### config.mk
export PLATFORM = sky130hd
export DESIGN_NAME = cacheDirectoryTop
export DESIGN_NICKNAME = d
export VERILOG_FILES = /design/src/rtl/cacheDirPkg.sv /design/src/rtl/cacheDirectoryTop.sv /design/src/rtl/apbCommandPort.sv /design/src/rtl/directoryController.sv /design/src/rtl/tagDirectory.sv /design/src/rtl/setAssociativeLru.sv /design/src/rtl/lruAgeSet.sv
export VERILOG_INCLUDE_DIRS = /design/src /design/src/include
export SDC_FILE = /design/constraint.sdc
export NUM_CORES = 1
export LEC_CHECK = 0
export BUFFER_PORTS_ARGS = -buffer_cell sky130_fd_sc_hd__buf_2
export CAP_MARGIN = 25
export CORE_AREA = 4 4 286 176
export DETAILED_ROUTE_END_ITERATION = 7
export DIE_AREA = 0 0 290 180
export PLACE_DENSITY = 0.68
export SYNTH_ARGS = -nofsm -noshare
export SYNTH_HDL_FRONTEND = slang
export SYNTH_SLANG_ARGS = --single-unit
### constraint.sdc
create_clock -name clock -period 2.72 [get_ports clock]
set_input_delay 0.136 -clock clock [delete_from_list [all_inputs] [get_ports clock]]
set_output_delay 0.136 -clock clock [all_outputs]
set_load 0.05 [all_outputs]
### src/include/apbMap.svh
`ifndef APB_MAP_SVH
`define APB_MAP_SVH

// register offsets on the APB
`define CMD_ADDR 4'h0
`define RESULT_ADDR 4'h4
`define HITS_ADDR 4'h8
`define MISSES_ADDR 4'hC

// command word layout
`define CMD_TAG_LSB 0
`define CMD_INDEX_LSB 16
`define CMD_OP_BIT 31

// result word layout
`define RES_VALID_BIT 31
`define RES_HIT_BIT 30
`define RES_WAY_LSB 0

`endif
### src/rtl/cacheDirPkg.sv
package cacheDirPkg;

	// widest way number any directory instance may use
	localparam int maxWayWidth = 4;

	typedef struct packed {
		logic psel;
		logic penable;
		logic pwrite;
		logic [3:0] paddr;
		logic [31:0] pwdata;
	} apbReq_t;

	typedef struct packed {
		logic [31:0] prdata;
		logic pready;
		logic pslverr;
	} apbRsp_t;

	typedef enum logic {
		opAccess = 1'b0,
		opInvalidate = 1'b1
	} dirOp_t;

	// one update per cycle at most, so only one enable is set
	typedef struct packed {
		logic accessEnable;
		logic invalidateEnable;
		logic [maxWayWidth-1:0] lastAccessedWay;
	} lruCtrl_t;

endpackage : cacheDirPkg

### src/rtl/cacheDirectoryTop.sv
`timescale 1ns/1ns

module cacheDirectoryTop #(
	parameter int indexWidth = 3,
	parameter int wayCountLog2 = 2,
	parameter int tagWidth = 8
) (
	input logic clock,
	input logic rstN,
	input cacheDirPkg::apbReq_t apbIn,
	output cacheDirPkg::apbRsp_t apbOut
);
	import cacheDirPkg::*;

	// command path
	logic cmdValid;
	dirOp_t cmdOp;
	logic [indexWidth-1:0] cmdIndex;
	logic [tagWidth-1:0] cmdTag;
	logic busy;
	logic resultValid;
	logic resultHit;
	logic [wayCountLog2-1:0] resultWay;

	// directory and lru path
	logic [indexWidth-1:0] lookupIndex;
	logic [tagWidth-1:0] lookupTag;
	logic hit;
	logic [wayCountLog2-1:0] hitWay;
	logic tagWrite;
	logic [wayCountLog2-1:0] tagWriteWay;
	logic tagWriteValid;
	lruCtrl_t lruCtrl;
	logic [wayCountLog2-1:0] victimWay;

	apbCommandPort #(
		.indexWidth(indexWidth),
		.wayCountLog2(wayCountLog2),
		.tagWidth(tagWidth)
	) uPort (
		.clock(clock),
		.rstN(rstN),
		.apbIn(apbIn),
		.busy(busy),
		.resultValid(resultValid),
		.resultHit(resultHit),
		.resultWay(resultWay),
		.apbOut(apbOut),
		.cmdValid(cmdValid),
		.cmdOp(cmdOp),
		.cmdIndex(cmdIndex),
		.cmdTag(cmdTag)
	);

	directoryController #(
		.indexWidth(indexWidth),
		.wayCountLog2(wayCountLog2),
		.tagWidth(tagWidth)
	) uCtrl (
		.clock(clock),
		.rstN(rstN),
		.cmdValid(cmdValid),
		.cmdOp(cmdOp),
		.cmdIndex(cmdIndex),
		.cmdTag(cmdTag),
		.hit(hit),
		.hitWay(hitWay),
		.victimWay(victimWay),
		.busy(busy),
		.lookupIndex(lookupIndex),
		.lookupTag(lookupTag),
		.tagWrite(tagWrite),
		.tagWriteWay(tagWriteWay),
		.tagWriteValid(tagWriteValid),
		.lruCtrl(lruCtrl),
		.resultValid(resultValid),
		.resultHit(resultHit),
		.resultWay(resultWay)
	);

	// the latched tag is also the tag to store
	tagDirectory #(
		.indexWidth(indexWidth),
		.wayCountLog2(wayCountLog2),
		.tagWidth(tagWidth)
	) uTags (
		.clock(clock),
		.rstN(rstN),
		.lookupIndex(lookupIndex),
		.lookupTag(lookupTag),
		.writeEnable(tagWrite),
		.writeWay(tagWriteWay),
		.writeTag(lookupTag),
		.writeValid(tagWriteValid),
		.hit(hit),
		.hitWay(hitWay)
	);

	setAssociativeLru #(
		.indexWidth(indexWidth),
		.wayCountLog2(wayCountLog2)
	) uLru (
		.clock(clock),
		.rstN(rstN),
		.index(lookupIndex),
		.ctrl(lruCtrl),
		.victimWay(victimWay)
	);

endmodule : cacheDirectoryTop

### src/rtl/apbCommandPort.sv
`timescale 1ns/1ns
`include "apbMap.svh"

module apbCommandPort #(
	parameter int indexWidth = 3,
	parameter int wayCountLog2 = 2,
	parameter int tagWidth = 8
) (
	input logic clock,
	input logic rstN,
	input cacheDirPkg::apbReq_t apbIn,
	input logic busy,
	input logic resultValid,
	input logic resultHit,
	input logic [wayCountLog2-1:0] resultWay,
	output cacheDirPkg::apbRsp_t apbOut,
	output logic cmdValid,
	output cacheDirPkg::dirOp_t cmdOp,
	output logic [indexWidth-1:0] cmdIndex,
	output logic [tagWidth-1:0] cmdTag
);
	import cacheDirPkg::*;

	logic accessPhase;
	logic cmdSelected;
	logic ready;
	logic [31:0] cmdWord;
	logic [31:0] resultReg;
	logic [31:0] resultNext;
	logic [31:0] hitCount;
	logic [31:0] missCount;
	logic [31:0] readData;

	assign accessPhase = apbIn.psel && apbIn.penable;
	assign cmdSelected = (apbIn.paddr == `CMD_ADDR);

	// the command register waits for the sequencer to go idle
	assign ready = !(accessPhase && cmdSelected && busy);

	assign cmdValid = accessPhase && apbIn.pwrite && cmdSelected && ready;
	assign cmdTag = apbIn.pwdata[`CMD_TAG_LSB +: tagWidth];
	assign cmdIndex = apbIn.pwdata[`CMD_INDEX_LSB +: indexWidth];
	assign cmdOp = dirOp_t'(apbIn.pwdata[`CMD_OP_BIT]);

	always_comb begin
		resultNext = '0;
		resultNext[`RES_VALID_BIT] = 1'b1;
		resultNext[`RES_HIT_BIT] = resultHit;
		resultNext[`RES_WAY_LSB +: wayCountLog2] = resultWay;
	end

	always_ff @(posedge clock or negedge rstN) begin
		if (!rstN) begin
			cmdWord <= '0;
			resultReg <= '0;
			hitCount <= '0;
			missCount <= '0;
		end else begin
			if (cmdValid) begin
				cmdWord <= apbIn.pwdata;
			end
			// invalidates count here as well
			if (resultValid) begin
				resultReg <= resultNext;
				if (resultHit) begin
					hitCount <= hitCount + 1'b1;
				end else begin
					missCount <= missCount + 1'b1;
				end
			end
		end
	end

	always_comb begin
		case (apbIn.paddr)
			`CMD_ADDR: readData = cmdWord;
			`RESULT_ADDR: readData = resultReg;
			`HITS_ADDR: readData = hitCount;
			`MISSES_ADDR: readData = missCount;
			default: readData = '0;
		endcase
	end

	always_comb begin
		apbOut.prdata = readData;
		apbOut.pready = ready;
		apbOut.pslverr = 1'b0;
	end

endmodule : apbCommandPort

### src/rtl/directoryController.sv
`timescale 1ns/1ns

module directoryController #(
	parameter int indexWidth = 3,
	parameter int wayCountLog2 = 2,
	parameter int tagWidth = 8
) (
	input logic clock,
	input logic rstN,
	input logic cmdValid,
	input cacheDirPkg::dirOp_t cmdOp,
	input logic [indexWidth-1:0] cmdIndex,
	input logic [tagWidth-1:0] cmdTag,
	input logic hit,
	input logic [wayCountLog2-1:0] hitWay,
	input logic [wayCountLog2-1:0] victimWay,
	output logic busy,
	output logic [indexWidth-1:0] lookupIndex,
	output logic [tagWidth-1:0] lookupTag,
	output logic tagWrite,
	output logic [wayCountLog2-1:0] tagWriteWay,
	output logic tagWriteValid,
	output cacheDirPkg::lruCtrl_t lruCtrl,
	output logic resultValid,
	output logic resultHit,
	output logic [wayCountLog2-1:0] resultWay
);
	import cacheDirPkg::*;

	typedef enum logic [1:0] {
		stateIdle,
		stateLookup,
		stateUpdate
	} state_t;

	state_t state;
	dirOp_t op;
	logic [indexWidth-1:0] index;
	logic [tagWidth-1:0] tag;
	logic wasHit;
	logic [wayCountLog2-1:0] targetWay;
	logic inUpdate;
	logic isAccess;

	always_ff @(posedge clock or negedge rstN) begin
		if (!rstN) begin
			state <= stateIdle;
		end else begin
			case (state)
				stateIdle: if (cmdValid) state <= stateLookup;
				stateLookup: state <= stateUpdate;
				default: state <= stateIdle;
			endcase
		end
	end

	// command latched on accept, lookup outcome captured one cycle later
	always_ff @(posedge clock) begin
		if (state == stateIdle && cmdValid) begin
			op <= cmdOp;
			index <= cmdIndex;
			tag <= cmdTag;
		end
		if (state == stateLookup) begin
			wasHit <= hit;
			// a miss on access evicts the oldest way
			targetWay <= hit ? hitWay : victimWay;
		end
	end

	assign busy = (state != stateIdle);
	assign inUpdate = (state == stateUpdate);
	assign isAccess = (op == opAccess);

	// index and tag hold steady through lookup and update
	assign lookupIndex = index;
	assign lookupTag = tag;

	// access miss fills, invalidate hit clears, nothing else writes
	assign tagWrite = inUpdate && (isAccess ? !wasHit : wasHit);
	assign tagWriteWay = targetWay;
	assign tagWriteValid = isAccess;

	always_comb begin
		lruCtrl.accessEnable = inUpdate && isAccess;
		lruCtrl.invalidateEnable = inUpdate && !isAccess && wasHit;
		lruCtrl.lastAccessedWay = maxWayWidth'(targetWay);
	end

	assign resultValid = inUpdate;
	assign resultHit = wasHit;
	assign resultWay = targetWay;

endmodule : directoryController

### src/rtl/tagDirectory.sv
`timescale 1ns/1ns

module tagDirectory #(
	parameter int indexWidth = 3,
	parameter int wayCountLog2 = 2,
	parameter int tagWidth = 8
) (
	input logic clock,
	input logic rstN,
	input logic [indexWidth-1:0] lookupIndex,
	input logic [tagWidth-1:0] lookupTag,
	input logic writeEnable,
	input logic [wayCountLog2-1:0] writeWay,
	input logic [tagWidth-1:0] writeTag,
	input logic writeValid,
	output logic hit,
	output logic [wayCountLog2-1:0] hitWay
);

	localparam int setCount = 1 << indexWidth;
	localparam int wayCount = 1 << wayCountLog2;

	logic [tagWidth-1:0] tags [setCount][wayCount];
	logic [wayCount-1:0] validBits [setCount];
	logic [wayCount-1:0] wayMatch;

	always_ff @(posedge clock) begin
		if (writeEnable) begin
			tags[lookupIndex][writeWay] <= writeTag;
		end
	end

	// every way starts invalid
	always_ff @(posedge clock or negedge rstN) begin
		if (!rstN) begin
			for (int s = 0; s < setCount; s++) begin
				validBits[s] <= '0;
			end
		end else if (writeEnable) begin
			validBits[lookupIndex][writeWay] <= writeValid;
		end
	end

	// all ways of the set compared at once
	always_comb begin
		for (int w = 0; w < wayCount; w++) begin
			wayMatch[w] = validBits[lookupIndex][w] && (tags[lookupIndex][w] == lookupTag);
		end
	end

	// a tag lives in one way at most, so a plain encoder is enough
	always_comb begin
		hit = 1'b0;
		hitWay = '0;
		for (int w = 0; w < wayCount; w++) begin
			if (wayMatch[w]) begin
				hit = 1'b1;
				hitWay = wayCountLog2'(w);
			end
		end
	end

endmodule : tagDirectory

### src/rtl/setAssociativeLru.sv
`timescale 1ns/1ns

module setAssociativeLru #(
	parameter int indexWidth = 3,
	parameter int wayCountLog2 = 2
) (
	input logic clock,
	input logic rstN,
	input logic [indexWidth-1:0] index,
	input cacheDirPkg::lruCtrl_t ctrl,
	output logic [wayCountLog2-1:0] victimWay
);
	import cacheDirPkg::*;

	localparam int setCount = 1 << indexWidth;

	lruCtrl_t setCtrl [setCount];
	logic [wayCountLog2-1:0] setVictims [setCount];

	// the way goes to every set, the enables only to the indexed one
	always_comb begin
		for (int i = 0; i < setCount; i++) begin
			setCtrl[i].lastAccessedWay = ctrl.lastAccessedWay;
			if (index == i) begin
				setCtrl[i].accessEnable = ctrl.accessEnable;
				setCtrl[i].invalidateEnable = ctrl.invalidateEnable;
			end else begin
				setCtrl[i].accessEnable = 1'b0;
				setCtrl[i].invalidateEnable = 1'b0;
			end
		end
	end

	for (genvar i = 0; i < setCount; i++) begin : gSet
		lruAgeSet #(
			.wayCountLog2(wayCountLog2)
		) uLru (
			.clock(clock),
			.rstN(rstN),
			.ctrl(setCtrl[i]),
			.victimWay(setVictims[i])
		);
	end

	// victim of the selected set
	always_comb begin
		victimWay = '0;
		for (int i = 0; i < setCount; i++) begin
			if (index == i) begin
				victimWay = setVictims[i];
			end
		end
	end

endmodule : setAssociativeLru

### src/rtl/lruAgeSet.sv
`timescale 1ns/1ns

module lruAgeSet #(
	parameter int wayCountLog2 = 2
) (
	input logic clock,
	input logic rstN,
	input cacheDirPkg::lruCtrl_t ctrl,
	output logic [wayCountLog2-1:0] victimWay
);

	localparam int wayCount = 1 << wayCountLog2;
	// age of the least recently used way
	localparam logic [wayCountLog2-1:0] oldestAge = '1;

	// age 0 is the most recently used way
	logic [wayCountLog2-1:0] ages [wayCount];
	logic [wayCountLog2-1:0] touchedWay;
	logic [wayCountLog2-1:0] touchedAge;

	assign touchedWay = ctrl.lastAccessedWay[wayCountLog2-1:0];
	assign touchedAge = ages[touchedWay];

	always_ff @(posedge clock or negedge rstN) begin
		if (!rstN) begin
			// way 0 starts as the oldest
			for (int w = 0; w < wayCount; w++) begin
				ages[w] <= wayCountLog2'(wayCount - 1 - w);
			end
		end else if (ctrl.accessEnable) begin
			for (int w = 0; w < wayCount; w++) begin
				if (w == touchedWay) begin
					ages[w] <= '0;
				end else if (ages[w] < touchedAge) begin
					ages[w] <= ages[w] + 1'b1;
				end
			end
		end else if (ctrl.invalidateEnable) begin
			// invalidated way drops to the back of the queue
			for (int w = 0; w < wayCount; w++) begin
				if (w == touchedWay) begin
					ages[w] <= oldestAge;
				end else if (ages[w] > touchedAge) begin
					ages[w] <= ages[w] - 1'b1;
				end
			end
		end
	end

	// ages stay a permutation, so exactly one way matches
	always_comb begin
		victimWay = '0;
		for (int w = 0; w < wayCount; w++) begin
			if (ages[w] == oldestAge) begin
				victimWay = wayCountLog2'(w);
			end
		end
	end

endmodule : lruAgeSet

==> flow_metrics.py <==
metrics = {
    "pwr": {
        "power.leakage_uw": 0.01100,
        "power_frac_comb_pct": 3.2,
        "power.share.sequential_pct": 51.4,
        "switching_share_pct": 20.96,
        "p_per_area_nw_per_um2": 540.7,
        "ir_drop_uv": 438.6,
        "pwr-share-clk_pct": 45.5,
        "internal-power_uw": 11820,
        "switchingPower_uw": 3134,
    },
    "detailed_routing": {
        "via_per_inst": 5.892,
        "vias": 16490,
        "wl_per_cell_um": 21.31,
        "totalWireLength_um": 59660,
        "initialDrtViolationCount": 1937,
        "drc": 0,
        "first_pass_iters": 6,
        "ant_nets": 0,
    },
    "worst_setup_path": {
        "cp-start-kind": "flop",
        "cpLargestDelayFamily": "compound AO/OA/AOI/OAI gates",
        "r2r_end": "uLru.gSet[7].uLru.ages[7]",
        "path_depth": 11,
        "path_buf_inv": 3,
        "endpoint_kind": "flop",
        "critPathKind": "flop to flop",
        "rrSetupSlack_ns": 0.08,
        "reg2regPathDepth": 11,
        "critical_path.max_stage_delay_ns": 0.49,
        "path_max_fanout": 12,
        "r2r-start": "uCtrl.resultWay[0]",
        "crit_slowest_cell": "mux4_2",
        "cp.arrival_ns": 3.14,
        "required_ns": 3.22,
        "path_cells": "buf_12 -> buf_4 -> mux4_2 -> inv_2 -> ha_1 -> a21boi_1 -> o21ai_1 -> a21oi_2 -> a41oi_2 -> o221ai_1 -> a21oi_1",
    },
    "placement": {
        "hpwlAfterDp_um": 40110,
        "placed_cell_area_um2": 25450,
        "place_ws_ns": -0.07460,
        "io_buffer_count": 73,
        "place_congestion": 0.9111,
    },
    "global_route": {
        "grtUsageTotal_pct": 22.41,
        "grt_max_degree": 68,
        "first_global_vias": 16000,
        "grt_antenna_before_repair": 0,
        "grt_pass1_wl_um": 93330,
        "overflow": 0,
    },
    "die": {
        "die_w_um": 290,
        "die_h_um": 180,
        "coreArea_um2": 47480,
        "io_pins": 75,
        "rows": 62,
        "dieArea_um2": 52200,
        "initial_core_util_pct": 49.57,
    },
    "synthesis": {
        "yosysTopAreaCellShare_pct": 34.58,
        "netlist_top_cells_area": "edfxtp_1 (35%), dfrtp_1 (18%), mux4_2 (8.4%), ha_1 (4.8%), nand2_1 (3.7%)",
        "ys_types": 74,
        "ys_warn_count": 0,
        "ys_seq_area_share_pct": 56.06,
        "post_synth.cell_area_avg_um2": 12.23,
        "yosys.cell_count.top_type": "edfxtp_1",
        "async_flop_share_pct": 41.95,
        "synth_nets": 2055,
        "syn_inst": 1924,
        "synth_area_um2": 23530,
        "synth-edff-count": 271,
        "synth_top_cell_by_area": "edfxtp_1",
        "ys_top_cells_by_count": "edfxtp_1 (271), nand2_1 (233), dfrtp_1 (166)",
        "synth-main-ff-cell": "edfxtp_1",
        "ys_seq_elements": 472,
    },
    "sta": {
        "period_share_pct": 96.92,
        "hold_viol_final": 0,
        "setup_viol": 0,
        "drv_slew": 0,
        "worst_clock_skew_ns": 0.02716,
        "fin_crit_ns": 2.636,
        "fmax_mhz": 379.3,
        "layout_setup_ws_ns": 0.08378,
        "tightest_slew_ns": 0.6521,
        "rsz0062_at_grt": "true",
        "maxSlewHeadroom_pct": 56.53,
    },
    "flow_run": {
        "drv_cap": 0,
    },
    "finish": {
        "design_area_um2": 27660,
        "layout-drive-gt1-share_pct": 21.95,
        "seq_area_um2": 13200,
        "nets": 2253,
        "fill_cells": 3803,
        "multi_input_area_um2": 9544,
        "syn_to_final_growth_pct": 17.51,
        "n_antenna_cell": 0,
    },
    "cts": {
        "cts.clk_slew.worst_paths_ns": 0.07,
        "cts_tree": "done",
        "insertion_delay_ns": 0.58,
        "cts_root_buf": "clkbuf_16",
        "clock-sinks": 472,
        "cts_buffers": 45,
        "clockBufferDepth": 3,
        "htreeDepth": 2,
    },
    "worst_hold_path": {
        "hold_class": "input port to async pin",
    },
    "outcome": {
        "outcome": "finished clean",
    },
}
==> layer usage <==
| metal | routed length, um | vias up | global-route usage [%] |
|---|---|---|---|
| met3 | 4433 | 62 | 3.404 |
| met2 | 26090 | 638 | 32.85 |
| met4 | 770 | 0 | 3.930 |
| met1 | 28370 | 8300 | 35.79 |
| met5 | 0 | - | 0 |
| li1 | - | 7492 | - |
==> power groups by stage <==
stage / clock network (uW) / logic, uW / registers, uW
5_1_grt: 7220 / 532 / 7690
3_3_place_gp: 0 / 411 / 7820
2_1_floorplan: 0 / 250 / 7800
4_1_cts: 6900 / 470 / 7680
6_report: 6800 / 473 / 7680
3_5_place_dp: 0 / 431 / 7820
==> sequential cells by signal, indices dropped and copies added (netlist names), named ones only <==
register / count
uCtrl.op: 1
uCtrl.lookupTag: 8
uPort.hitCount: 32
uPort.missCount: 32
uLru.gSet.uLru.ages: 64
uTags.tags: 256
uTags.validBits: 32
uCtrl.lookupIndex: 3
uCtrl.resultWay: 2
uCtrl.state: 2
uPort.cmdWord: 32
uCtrl.resultHit: 1
uPort.resultReg: 4
==> worst max path at each step <==
stage / start / endpoint / slack [ns]
2_1_floorplan: uCtrl.resultWay[0] / uLru.gSet[1].uLru.ages[7] / 0.03
5_1_grt: uCtrl.resultWay[0] / uLru.gSet[1].uLru.ages[7] / -0.04
4_1_cts: uCtrl.resultWay[0] / uLru.gSet[0].uLru.ages[0] / -0.02
3_3_place_gp: uCtrl.lookupIndex[2] / uCtrl.resultWay[0] / -0.1
6_report: uCtrl.resultWay[0] / uLru.gSet[7].uLru.ages[7] / 0.08
3_5_place_dp: uCtrl.lookupIndex[2] / uCtrl.resultWay[0] / -0.07
==> worst register-to-register path, delay by kind of cell, from the launching register on <==
family	cells	cell delay [ns]
AOI/OAI and AO/OA	6	1.02
muxes	1	0.49
buffers and inverters	3	0.42
DFF	1	0.38
adders and majority gates	1	0.27
==> cells by family after synthesis <==
kind of cell             Yosys count  share of synthesized area [%]
AND/OR/NAND/NOR                  487                          9.618
adder cells (fa/ha/maj)           90                          4.785
flip-flops                       472                          56.06
AO/OA/AOI/OAI                    390                          10.64
buffers and inverters            231                          4.088
other                              1                        0.01593
multiplexers                     128                          10.14
XOR/XNOR                         125                          4.652
==> final cells by class <==
class / instances / area share, %
inverters: 128 / 1.737
multi-input cells: 1221 / 34.51
well taps: 640 / 2.896
clock inverters: 15 / 0.8325
repair buffers: 254 / 7.302
flip-flops and latches: 472 / 47.73
clock buffers: 69 / 4.995
==> cell usage in the layout (no fill, tap or decap), types with 6 or more instances in the layout <==
cell	synthesis	routed
clkbuf_8	0	9
o22ai_1	17	17
a21oi_1	103	97
nor3_1	28	26
nor2b_1	15	13
inv_1	127	122
nand3_1	33	33
buf_2	25	72
o41ai_2	3	6
nand2b_1	8	8
clkbuf_16	0	49
dlygate4sd3_1	0	33
a21o_1	13	13
o31ai_1	37	37
clkbuf_1	55	12
a211o_1	24	24
nor2_1	95	93
o21ai_1	5	14
ha_1	90	90
edfxtp_1	271	271
xor2_1	26	26
and3_1	11	11
a21oi_2	0	6
nand2_1	233	233
xnor2_1	99	99
nor3b_1	9	8
dfrtp_1	166	166
buf_12	0	16
a22oi_1	13	13
dfstp_2	32	32
o21ai_0	117	106
buf_4	11	131
mux2i_1	37	37
mux4_2	88	88
a222oi_1	28	28
nand4_1	13	13
and4_1	7	7
==> through the flow <==
step	utilization, %	setup TNS [ns]	hold WS (ns)	power, uW	std cells
detailed placement	53.61	-0.08606	0.1356	8256	2667
global placement	53.61	-0.09781	0.1340	8232	2667
CTS	57.71	-0.01520	0.09096	15050	2784
global route	58.25	-0.07865	0.1365	15440	2799
finish	58.25	0	0.07385	14950	2799
floorplan	-	0	-0.1596	8052	1924
==> timing repair <==
action / 4_1_cts / 5_1_grt
setup buffers: 0 / 15
pin swaps: 1 / 10
cloned: 0 / 0
gates resized for setup: 3 / 39
setup endpoints to repair: 5 / 38
hold buffers: 33 / 0
hold endpoints to repair: 129 / 0
(Power assumes the default switching activity.)
